[src/rtl/fetch_consts.svh]
//**************************************************
// fetch front end constants
// reset vector, bus id width and the RV32I opcodes
// included by the package and by modules using them
//**************************************************
`ifndef FETCH_CONSTS_SVH
`define FETCH_CONSTS_SVH

`define RESET_PC        32'h0000_0100   // restart address
`define IBUS_TID_WIDTH  4               // bus transaction id bits

`define OPC_BRANCH  7'b1100011  // conditional branches
`define OPC_JAL     7'b1101111
`define OPC_JALR    7'b1100111
`define OPC_LOAD    7'b0000011
`define OPC_STORE   7'b0100011
`define OPC_OP      7'b0110011  // reg-reg alu
`define OPC_OP_IMM  7'b0010011  // reg-imm alu
`define OPC_LUI     7'b0110111
`define OPC_AUIPC   7'b0010111
`define OPC_SYSTEM  7'b1110011
`define OPC_FENCE   7'b0001111

`endif

[src/rtl/fetch_pkg.sv]
//**************************************************
// shared types of the fetch front end
// imported by every fetch module and the testbench
//**************************************************
`include "fetch_consts.svh"

package fetch_pkg;

	// byte address of an instruction
	typedef logic [31:0] pc_t;

	// raw instruction word as returned by the bus
	typedef logic [31:0] inst_t;

	// bus transaction id, stale responses are told apart by it
	typedef logic [`IBUS_TID_WIDTH-1:0] ibus_tid_t;

	// access error code
	// 0 ok, 1 bus fault, 2 misaligned
	typedef logic [1:0] ibus_err_t;

	// one-hot predecode class
	// bit 0 branch, bit 1 jal, bit 2 jalr, bit 3 anything else
	typedef logic [3:0] predec_t;

	// fetch control states
	typedef enum logic [1:0] {
		IDLE,   // after reset, stage known empty
		ISSUE,  // request on the bus this cycle
		WAIT,   // one request in flight
		DRAIN   // entry written, waiting for room
	} fetch_state_e;

endpackage

[src/rtl/fetch_ctrl.sv]
//**************************************************
// fetch control FSM
// issues one word fetch at a time on the instruction bus,
// matches responses by id and restarts on flush
//**************************************************
`timescale 1ns/1ps

module fetch_ctrl
	import fetch_pkg::*;
(
	input  logic      aclk,
	input  logic      aresetn,
	input  logic      sys_reset_req,    // level, soft restart
	input  logic      redirect_valid,   // strobe from execute
	input  logic      ibus_rsp_valid,
	input  ibus_tid_t ibus_rsp_tid,
	input  pc_t       fetch_pc,         // address of the next fetch
	input  logic      stage_free,       // stage empty or draining
	output logic      ibus_req_valid,
	output pc_t       ibus_req_addr,
	output ibus_tid_t ibus_req_tid,
	output logic      rsp_accept,       // response goes into the stage
	output logic      flush,
	output logic      first_after_rst
);

	fetch_state_e state;
	fetch_state_e state_nxt;
	ibus_tid_t    tid_q;       // id of request in flight or next out
	logic         busy_q;      // a request is outstanding
	logic         first_q;     // no response taken since restart
	logic         req_fire;

	assign flush = redirect_valid | sys_reset_req;
	assign req_fire = (state == ISSUE);   // moore strobe

	assign ibus_req_valid = req_fire;
	assign ibus_req_addr = fetch_pc;
	assign ibus_req_tid = tid_q;

	// only the in-flight id is taken, stale ones fall through
	assign rsp_accept = busy_q & ibus_rsp_valid & (ibus_rsp_tid == tid_q) & ~flush;
	assign first_after_rst = first_q;

	always_comb
	begin
		state_nxt = state;
		if (sys_reset_req)
			state_nxt = IDLE;           // hold until the level drops
		else if (redirect_valid)
			state_nxt = ISSUE;          // refetch next cycle
		else
		begin
			case (state)
				IDLE:
					state_nxt = ISSUE;  // stage empty after any reset
				ISSUE:
					state_nxt = WAIT;
				WAIT:
					if (rsp_accept)
						state_nxt = DRAIN;
				DRAIN:
					if (stage_free)
						state_nxt = ISSUE;
				default:
					state_nxt = IDLE;
			endcase
		end
	end

	always_ff @(posedge aclk or negedge aresetn)
	begin
		if (!aresetn)
			state <= IDLE;
		else
			state <= state_nxt;
	end

	// bump on flush so a late response no longer matches
	always_ff @(posedge aclk or negedge aresetn)
	begin
		if (!aresetn)
			tid_q <= '0;
		else if (flush | rsp_accept)
			tid_q <= tid_q + 1'b1;
	end

	always_ff @(posedge aclk or negedge aresetn)
	begin
		if (!aresetn)
			busy_q <= 1'b0;
		else if (flush)
			busy_q <= 1'b0;     // abandon in-flight request
		else if (req_fire)
			busy_q <= 1'b1;
		else if (rsp_accept)
			busy_q <= 1'b0;
	end

	always_ff @(posedge aclk or negedge aresetn)
	begin
		if (!aresetn)
			first_q <= 1'b1;
		else if (sys_reset_req)
			first_q <= 1'b1;    // soft restart counts as reset
		else if (rsp_accept)
			first_q <= 1'b0;
	end

	// the stage must have room when issuing and when the word comes back
	a_room_for_rsp: assert property (@(posedge aclk) disable iff (!aresetn)
		(req_fire | rsp_accept) |-> stage_free);

	// single outstanding request on the bus
	a_one_in_flight: assert property (@(posedge aclk) disable iff (!aresetn)
		req_fire |-> !busy_q);

endmodule

[src/rtl/if_regs.sv]
//**************************************************
// one-entry fetch stage register
// filled by an accepted response, drained by decode
// through valid/ready, cleared by flush
//**************************************************
`timescale 1ns/1ps

module if_regs
	import fetch_pkg::*;
(
	input  logic      aclk,
	input  logic      aresetn,
	input  logic      flush,
	input  logic      wr_valid,        // write strobe from control
	input  pc_t       wr_pc,
	input  inst_t     wr_inst,
	input  predec_t   wr_predec,
	input  logic      wr_illegal,
	input  ibus_err_t wr_err,
	input  logic      wr_pred_taken,
	input  pc_t       wr_pred_target,
	input  ibus_tid_t wr_tid,
	input  logic      wr_first,
	output logic      stage_free,      // empty or draining
	output logic      m_valid,
	input  logic      m_ready,
	output pc_t       m_pc,
	output inst_t     m_inst,
	output predec_t   m_predec,
	output logic      m_illegal,
	output ibus_err_t m_err,
	output logic      m_pred_taken,
	output pc_t       m_pred_target,
	output ibus_tid_t m_tid,
	output logic      m_first_after_rst
);

	logic stage_valid;

	assign stage_free = ~stage_valid | m_ready;
	assign m_valid = stage_valid & ~flush;   // no transfer during flush

	always_ff @(posedge aclk or negedge aresetn)
	begin
		if (!aresetn)
			stage_valid <= 1'b0;
		else if (flush)
			stage_valid <= 1'b0;
		else if (stage_free)
			stage_valid <= wr_valid;         // refill or go empty
	end

	// payload only, valid alone qualifies it
	always_ff @(posedge aclk)
	begin
		if (wr_valid & stage_free)
		begin
			m_pc <= wr_pc;
			m_inst <= wr_inst;
			m_predec <= wr_predec;
			m_illegal <= wr_illegal;
			m_err <= wr_err;
			m_pred_taken <= wr_pred_taken;
			m_pred_target <= wr_pred_target;
			m_tid <= wr_tid;
			m_first_after_rst <= wr_first;
		end
	end

	// control must only write when an entry can be taken
	a_no_overrun: assert property (@(posedge aclk) disable iff (!aresetn)
		wr_valid |-> stage_free);

endmodule

[src/rtl/inst_fetch_top.sv]
//**************************************************
// instruction fetch front end
// bus master on the instruction bus, valid/ready
// output towards decode
//**************************************************
`timescale 1ns/1ps

module inst_fetch_top
	import fetch_pkg::*;
(
	input  logic      aclk,
	input  logic      aresetn,
	output logic      ibus_req_valid,
	output pc_t       ibus_req_addr,
	output ibus_tid_t ibus_req_tid,
	input  logic      ibus_rsp_valid,
	input  inst_t     ibus_rsp_data,
	input  ibus_err_t ibus_rsp_err,
	input  ibus_tid_t ibus_rsp_tid,
	input  logic      redirect_valid,
	input  pc_t       redirect_pc,
	input  logic      sys_reset_req,
	output logic      m_valid,
	input  logic      m_ready,
	output pc_t       m_pc,
	output inst_t     m_inst,
	output predec_t   m_predec,
	output logic      m_illegal,
	output ibus_err_t m_err,
	output logic      m_pred_taken,
	output pc_t       m_pred_target,
	output ibus_tid_t m_tid,
	output logic      m_first_after_rst
);

	pc_t     fetch_pc;
	logic    stage_free;
	logic    rsp_accept;
	logic    flush;
	logic    first_after_rst;
	predec_t predec;
	logic    illegal;
	logic    pred_taken;
	pc_t     pred_target;
	pc_t     pred_next_pc;

	fetch_ctrl fetch_ctrl_i (
		.aclk(aclk),
		.aresetn(aresetn),
		.sys_reset_req(sys_reset_req),
		.redirect_valid(redirect_valid),
		.ibus_rsp_valid(ibus_rsp_valid),
		.ibus_rsp_tid(ibus_rsp_tid),
		.fetch_pc(fetch_pc),
		.stage_free(stage_free),
		.ibus_req_valid(ibus_req_valid),
		.ibus_req_addr(ibus_req_addr),
		.ibus_req_tid(ibus_req_tid),
		.rsp_accept(rsp_accept),
		.flush(flush),
		.first_after_rst(first_after_rst)
	);

	pc_gen pc_gen_i (
		.aclk(aclk),
		.aresetn(aresetn),
		.sys_reset_req(sys_reset_req),
		.redirect_valid(redirect_valid),
		.redirect_pc(redirect_pc),
		.rsp_accept(rsp_accept),
		.pred_next_pc(pred_next_pc),
		.fetch_pc(fetch_pc)
	);

	// decodes the word on the bus in the cycle it arrives
	inst_predecode inst_predecode_i (
		.fetch_pc(fetch_pc),
		.inst(ibus_rsp_data),
		.err(ibus_rsp_err),
		.predec(predec),
		.illegal(illegal),
		.pred_taken(pred_taken),
		.pred_target(pred_target),
		.pred_next_pc(pred_next_pc)
	);

	if_regs if_regs_i (
		.aclk(aclk),
		.aresetn(aresetn),
		.flush(flush),
		.wr_valid(rsp_accept),
		.wr_pc(fetch_pc),
		.wr_inst(ibus_rsp_data),
		.wr_predec(predec),
		.wr_illegal(illegal),
		.wr_err(ibus_rsp_err),
		.wr_pred_taken(pred_taken),
		.wr_pred_target(pred_target),
		.wr_tid(ibus_rsp_tid),
		.wr_first(first_after_rst),
		.stage_free(stage_free),
		.m_valid(m_valid),
		.m_ready(m_ready),
		.m_pc(m_pc),
		.m_inst(m_inst),
		.m_predec(m_predec),
		.m_illegal(m_illegal),
		.m_err(m_err),
		.m_pred_taken(m_pred_taken),
		.m_pred_target(m_pred_target),
		.m_tid(m_tid),
		.m_first_after_rst(m_first_after_rst)
	);

endmodule

[src/rtl/inst_predecode.sv]
//**************************************************
// predecode and static branch prediction
// combinational on the returned word and its fetch PC,
// backward branches and JAL predicted taken
//**************************************************
`timescale 1ns/1ps
`include "fetch_consts.svh"

module inst_predecode
	import fetch_pkg::*;
(
	input  pc_t       fetch_pc,
	input  inst_t     inst,
	input  ibus_err_t err,
	output predec_t   predec,        // one-hot class
	output logic      illegal,
	output logic      pred_taken,
	output pc_t       pred_target,   // jump target or pc+4
	output pc_t       pred_next_pc
);

	logic [6:0] opcode;
	logic       opc_legal;
	logic       is_branch;
	logic       is_jal;
	pc_t        b_imm;
	pc_t        j_imm;
	pc_t        seq_pc;

	assign opcode = inst[6:0];

	always_comb
	begin
		opc_legal = 1'b1;
		predec = 4'b1000;               // default other
		case (opcode)
			`OPC_BRANCH:
				predec = 4'b0001;
			`OPC_JAL:
				predec = 4'b0010;
			`OPC_JALR:
				predec = 4'b0100;       // target unknown here
			`OPC_LOAD, `OPC_STORE, `OPC_OP, `OPC_OP_IMM,
			`OPC_LUI, `OPC_AUIPC, `OPC_SYSTEM, `OPC_FENCE:
				predec = 4'b1000;
			default:
				opc_legal = 1'b0;
		endcase
	end

	// compressed encodings are not supported
	assign illegal = ~opc_legal | (inst[1:0] != 2'b11);

	assign is_branch = predec[0];
	assign is_jal = predec[1];

	// sign extended offsets, bit 0 always zero
	assign b_imm = {{20{inst[31]}}, inst[7], inst[30:25], inst[11:8], 1'b0};
	assign j_imm = {{12{inst[31]}}, inst[19:12], inst[20], inst[30:21], 1'b0};

	assign seq_pc = fetch_pc + 32'd4;

	always_comb
	begin
		if (is_jal)
			pred_target = fetch_pc + j_imm;
		else if (is_branch)
			pred_target = fetch_pc + b_imm;
		else
			pred_target = seq_pc;        // no static target
	end

	// taken for any jal or a backward branch, never on a bus error
	assign pred_taken = (err == 2'd0) & (is_jal | (is_branch & b_imm[31]));

	assign pred_next_pc = pred_taken ? pred_target : seq_pc;

endmodule

[src/rtl/pc_gen.sv]
//**************************************************
// fetch PC register
// picks system reset, redirect or predicted next PC
//**************************************************
`timescale 1ns/1ps
`include "fetch_consts.svh"

module pc_gen
	import fetch_pkg::*;
(
	input  logic aclk,
	input  logic aresetn,
	input  logic sys_reset_req,
	input  logic redirect_valid,
	input  pc_t  redirect_pc,      // target from execute
	input  logic rsp_accept,       // current fetch returned
	input  pc_t  pred_next_pc,     // from predecode
	output pc_t  fetch_pc
);

	pc_t pc_nxt;

	// priority reset > redirect > prediction
	always_comb
	begin
		pc_nxt = fetch_pc;
		if (sys_reset_req)
			pc_nxt = `RESET_PC;
		else if (redirect_valid)
			pc_nxt = redirect_pc;
		else if (rsp_accept)
			pc_nxt = pred_next_pc;    // follow static prediction
	end

	always_ff @(posedge aclk or negedge aresetn)
	begin
		if (!aresetn)
			fetch_pc <= `RESET_PC;
		else
			fetch_pc <= pc_nxt;
	end

	// redirect targets and predicted targets must keep word alignment
	a_pc_aligned: assert property (@(posedge aclk) disable iff (!aresetn)
		fetch_pc[1:0] == 2'b00);

endmodule
[config.mk]
export PLATFORM = sky130hd
export DESIGN_NAME = inst_fetch_top
export DESIGN_NICKNAME = d
export VERILOG_FILES = /design/src/rtl/fetch_pkg.sv /design/src/rtl/fetch_ctrl.sv /design/src/rtl/if_regs.sv /design/src/rtl/inst_fetch_top.sv /design/src/rtl/inst_predecode.sv /design/src/rtl/pc_gen.sv
export VERILOG_INCLUDE_DIRS = /design/src /design/src/rtl
export SDC_FILE = /design/constraint.sdc
export NUM_CORES = 1
export LEC_CHECK = 0
export ABC_CLOCK_PERIOD_IN_PS = 7400
export BUFFER_PORTS_ARGS = -buffer_cell sky130_fd_sc_hd__buf_2
export CORE_MARGIN = 1
export CORE_UTILIZATION = 55
export DETAILED_ROUTE_END_ITERATION = 8
export MAX_ROUTING_LAYER = met4
export PLACE_DENSITY = 0.81
export REMOVE_ABC_BUFFERS = 1
export SETUP_SLACK_MARGIN = 0.2
export SYNTH_ARGS = -nofsm -noshare
export SYNTH_HDL_FRONTEND = slang
export SYNTH_SLANG_ARGS = --single-unit
[constraint.sdc]
create_clock -name aclk -period 7.4 [get_ports aclk]
set_input_delay 0 -clock aclk [delete_from_list [all_inputs] [get_ports aclk]]
set_output_delay 0 -clock aclk [all_outputs]
set_load 0.005 [all_outputs]
==> summary by stage <==
Outcome
The flow ran to the end, and the final reports show no timing, DRC or antenna violations.

Worst hold path
In this run the worst hold path is classified as primary input to flop.

STA
Setup violations remaining at the end of the flow were counted as 0. The final number of hold-violating endpoints is 0. Setup repair after global routing left no endpoint under its margin. The top achievable clock speed is roughly 0.26 GHz. Clock skew on the completed layout was measured at between 0.009 and 0.01 ns.

The worst path in the final design needs a cycle of around 3.9 ns, including I/O delays and setup. The count of final max-slew check failures was 0. The transition time at the pin with the least slew margin is between 1 and 1.5 ns.

The worst pin sits at a relative slew slack of 11.6%. The share of the clock period used by the worst path is 52.5%.

Global route
Entering global routing, the biggest net connects between 60 and 70 pins. The first global-routing pass estimated ~50 mm of wire. The number of global-route vias before repair was 9000. The global-route congestion overflow total is 0. Global routing used between 30% and 40% of the available tracks across all layers. The initial antenna violation count is 0.

Clock tree
The clock latency of the later-clocked register in the worst-skew pair is about 0.43 ns. The clock buffer count from CTS is 17. The longest clock path from root to sink contains 2 buffers. In this run the post-CTS setup repair buffer count came out at 0. The clock net in this run drives a total of 149 sinks. The library cell used as clock root buffer is clkbuf_16. The TritonCTS clock tree is built. In this run the number of H-tree levels came out at 4. The clock transition at the registers of the reported paths is roughly 0.070 ns.

Die
The height of the chip is roughly 140 um. The floorplan has 48 rows. From left edge to right edge, the die measures about 140 um. 223 I/O pins were placed. The area of the core is 17400 sq um. The full die area is 18300 sq um. The initial utilization of the core area, before any placement, comes to between 50% and 60%.

Drt
The detailed-route DRC error count is 0. The total via count in the routed design is a little under 10000. Using the TritonRoute via totals, the vias-per-cell ratio works out to roughly 6.4. After the first detailed-routing iteration, the DRC count stood at just under 1000.

The residual antenna-violating net count after detailed routing is 0. After detailed routing, the average wire length per cell comes to 21.9 um. The total wire length after detailed routing is between 30 and 40 mm. The pre-antenna-repair detailed-routing pass consisted of 6 iterations.

Placement
At the end of routability-driven placement, the weighted congestion stood at approximately 1. The placed instance count is approximately 1400. The post-DP HPWL is around 23 mm. Port buffering added 222 buffers.

Cells and area
The final layout contains between 1000 and 1500 nets. From synthesis to final layout, the design area changed by 25.3%. The repair_antennas step left the layout with diodes totalling 0. The count of cells in the finished layout, fillers not included, comes to roughly 1500. The fraction of final layout cells with drive strength greater than 1 is between 20% and 30%.

Worst setup path
The critical path's largest stage delay is ~0.72 ns. The worst setup path is captured at a flop. In this design, the critical path's most frequently occurring cell is a2111oi_1. Of all nets on the critical path, the largest fanout is 6. The critical path is of the flop to flop type. The critical path goes through ha_1, fa_1, a211oi_1, o21ai_1, a2111oi_1, o311a_1, o41ai_2, o211a_1, a2111oi_1, a311o_1. The worst endpoint required time is about 7.8 ns. At the worst endpoint, the arrival time is 4.25 ns. STA classifies the critical path startpoint as a flop.

The cell type of the slowest stage on the worst timing path is a2111oi_1.

Synth
The Yosys step of the flow raised 0 warnings. The number of enable-type register cells in the synthesized netlist is ~110. Counting flops and latches in the post-synthesis netlist gives 149. After synthesis, the netlist uses 84 different library cells. The synthesized area per cell is approximately 9.4 sq um. The share of the yosys chip area belonging to registers is ~44%. For this run, asynchronously set or reset flops after synthesis account for between 20% and 30%. The instance count of the mapped netlist is between 1000 and 1500. Among all flip-flop cells after synthesis, the most frequent one is edfxtp_1.

The cell area that synthesis handed to floorplanning was just under 10000 sq um.

Pwr
Dividing total power by cell area gives a power density of around 180 nW/um^2. The largest vdd supply drop is approximately 0.16 mV. Summing internal, switching and leakage power gives 2.24 mW. In this run the static leakage power is slightly above 5 nW.

Flow run
The number of max-cap violations is 0.
-- worst max-delay path, delay by kind of cell, from the launching register on --
family	cells	cell delay (ns)
AOI/OAI and AO/OA	8	2.70
adders and majority gates	2	0.69
DFF	1	0.45
-- layout by cell type, fill, tap and decap left out, drive strengths merged, types with 9 or more instances in the layout --
master       synthesis  layout
o21a                14      14
o22ai               10      10
nand2b              11      11
nor3                20      20
inv                 21      27
buf                 18     233
nand3               28      28
dlygate4sd3          0      66
a22oi               11      11
xnor2               33      33
nand2              113     113
dfrtp               39      39
xor2                19      19
a21o                28      28
a31oi               13      13
a21oi              110     110
nor2b                9       9
ha                  48      48
clkbuf              43      18
nand4               15      15
a211oi              10      10
o21ai               66      66
nor2                96      96
and2                16      16
edfxtp             108     108
o211ai              11      11
-- registers in the layout (all words and copies together) (netlist names), 2 cells and up --
name / flops
pc_gen_i.fetch_pc: 32
if_regs_i.m_tid: 4
fetch_ctrl_i.ibus_req_tid: 4
if_regs_i.m_pc: 31
fetch_ctrl_i.state: 2
if_regs_i.m_predec: 4
if_regs_i.m_inst: 32
if_regs_i.m_err: 2
if_regs_i.m_pred_target: 32
-- kinds of logic after synthesis --
logic type / after synthesis / share of synthesized area [%]
buffers and inverters: 82 / 3.37
muxes: 8 / 0.830
DFF: 149 / 43.6
AOI/OAI and AO/OA: 357 / 24.0
xor gates and xnor gates: 52 / 4.84
and+or+nand+nor: 348 / 16.8
adders and majority gates: 50 / 6.54
-- per-layer routing --
layer	track usage, %	part of all wire (%)	up-vias
li1	-	-	4466
met1	46.7	39	4656
met2	59.9	47	644
met3	7.71	10	112
met4	15.4	3.8	0
met5	-	0	-
-- what timing repair did --
item / in CTS / in global routing
endpoints found under the setup margin: 0 / 0
hold buffers: 66 / 0
gates resized for setup: 0 / 0
endpoints found under the hold margin: 107 / 0
-- report_power, final --
group	leakage [nW]	switching (mW)	internal, mW
registers	1.53	0.0422	0.921
logic	3.40	0.243	0.177
clock network	0.269	0.383	0.473
-- synthesized netlist by cell type (6+ instances only) --
| cell type | number | area [sq um] |
|---|---|---|
| mux2i_1 | 7 | 70.1 |
| inv_1 | 18 | 67.6 |
| a22o_1 | 7 | 61.3 |
| a21oi_1 | 109 | 546 |
| a211oi_1 | 10 | 75.1 |
| and3_1 | 6 | 37.5 |
| a311oi_1 | 6 | 52.6 |
| nand2_1 | 113 | 424 |
| a22oi_1 | 11 | 82.6 |
| o22ai_1 | 10 | 62.6 |
| o211ai_1 | 11 | 82.6 |
| nand3_1 | 28 | 140 |
| a21o_1 | 28 | 210 |
| a221o_1 | 8 | 80.1 |
| or3_1 | 6 | 37.5 |
| and2_1 | 15 | 93.8 |
| nor2b_1 | 9 | 56.3 |
| edfxtp_1 | 108 | 3240 |
| a211o_1 | 6 | 52.6 |
| buf_2 | 6 | 30.0 |
| nor3_1 | 20 | 100 |
| nand2b_1 | 11 | 68.8 |
| o21a_1 | 14 | 105 |
| o21ai_0 | 40 | 200 |
| dfrtp_1 | 39 | 976 |
| nor2_1 | 95 | 357 |
| ha_1 | 48 | 601 |
| buf_1 | 8 | 30.0 |
| nand4_1 | 15 | 93.8 |
| xor2_1 | 19 | 166 |
| clkbuf_1 | 43 | 161 |
| o31ai_1 | 8 | 60.1 |
| o21ai_1 | 26 | 130 |
| xnor2_1 | 32 | 280 |
| a31oi_1 | 13 | 81.3 |
-- final cells by class --
type | instances | area, sq um
clock buffers | 18 | 429
clock inverters | 14 | 145
fillers | 1313 | 5090
inverters | 21 | 78.8
multi-input cells | 815 | 5210
flip-flops and latches | 149 | 4270
well taps | 225 | 282
repair buffers | 299 | 1850
-- final timing paths --
kind	from	to	slack, ns	cells past startpoint
worst max-delay path	pc_gen_i.fetch_pc[1]	pc_gen_i.fetch_pc[31]	3.51	10
worst min-delay path	redirect_pc[18]	pc_gen_i.fetch_pc[18]	0.008	5
worst max register to register	pc_gen_i.fetch_pc[1]	pc_gen_i.fetch_pc[31]	3.51	10
worst min register to register	pc_gen_i.fetch_pc[0]	if_regs_i.m_pred_target[0]	0.47	0
max in group asynchronous	aresetn	pc_gen_i.fetch_pc[1]	6.71	3
min in group asynchronous	aresetn	pc_gen_i.fetch_pc[21]	0.22	3
-- metrics by stage --
stage / instance area, sq um / setup TNS, ns / hold slack, ns / worst slack (ns) / utilization [%]
after detailed placement: 11000 / 0 / 0.150 / 3.63 / 63.6
final: 12300 / 0 / 0.00764 / 3.51 / 70.7
after global placement: 11000 / 0 / 0.145 / 3.71 / 63.6
after global routing: 12300 / 0 / 0.0331 / 3.29 / 70.7
after floorplan: 9540 / -45.08 / -0.296 / -0.417 / -
after CTS: 12300 / 0 / 0.00942 / 3.58 / 70.7
Power figures use the tool's default switching activity.
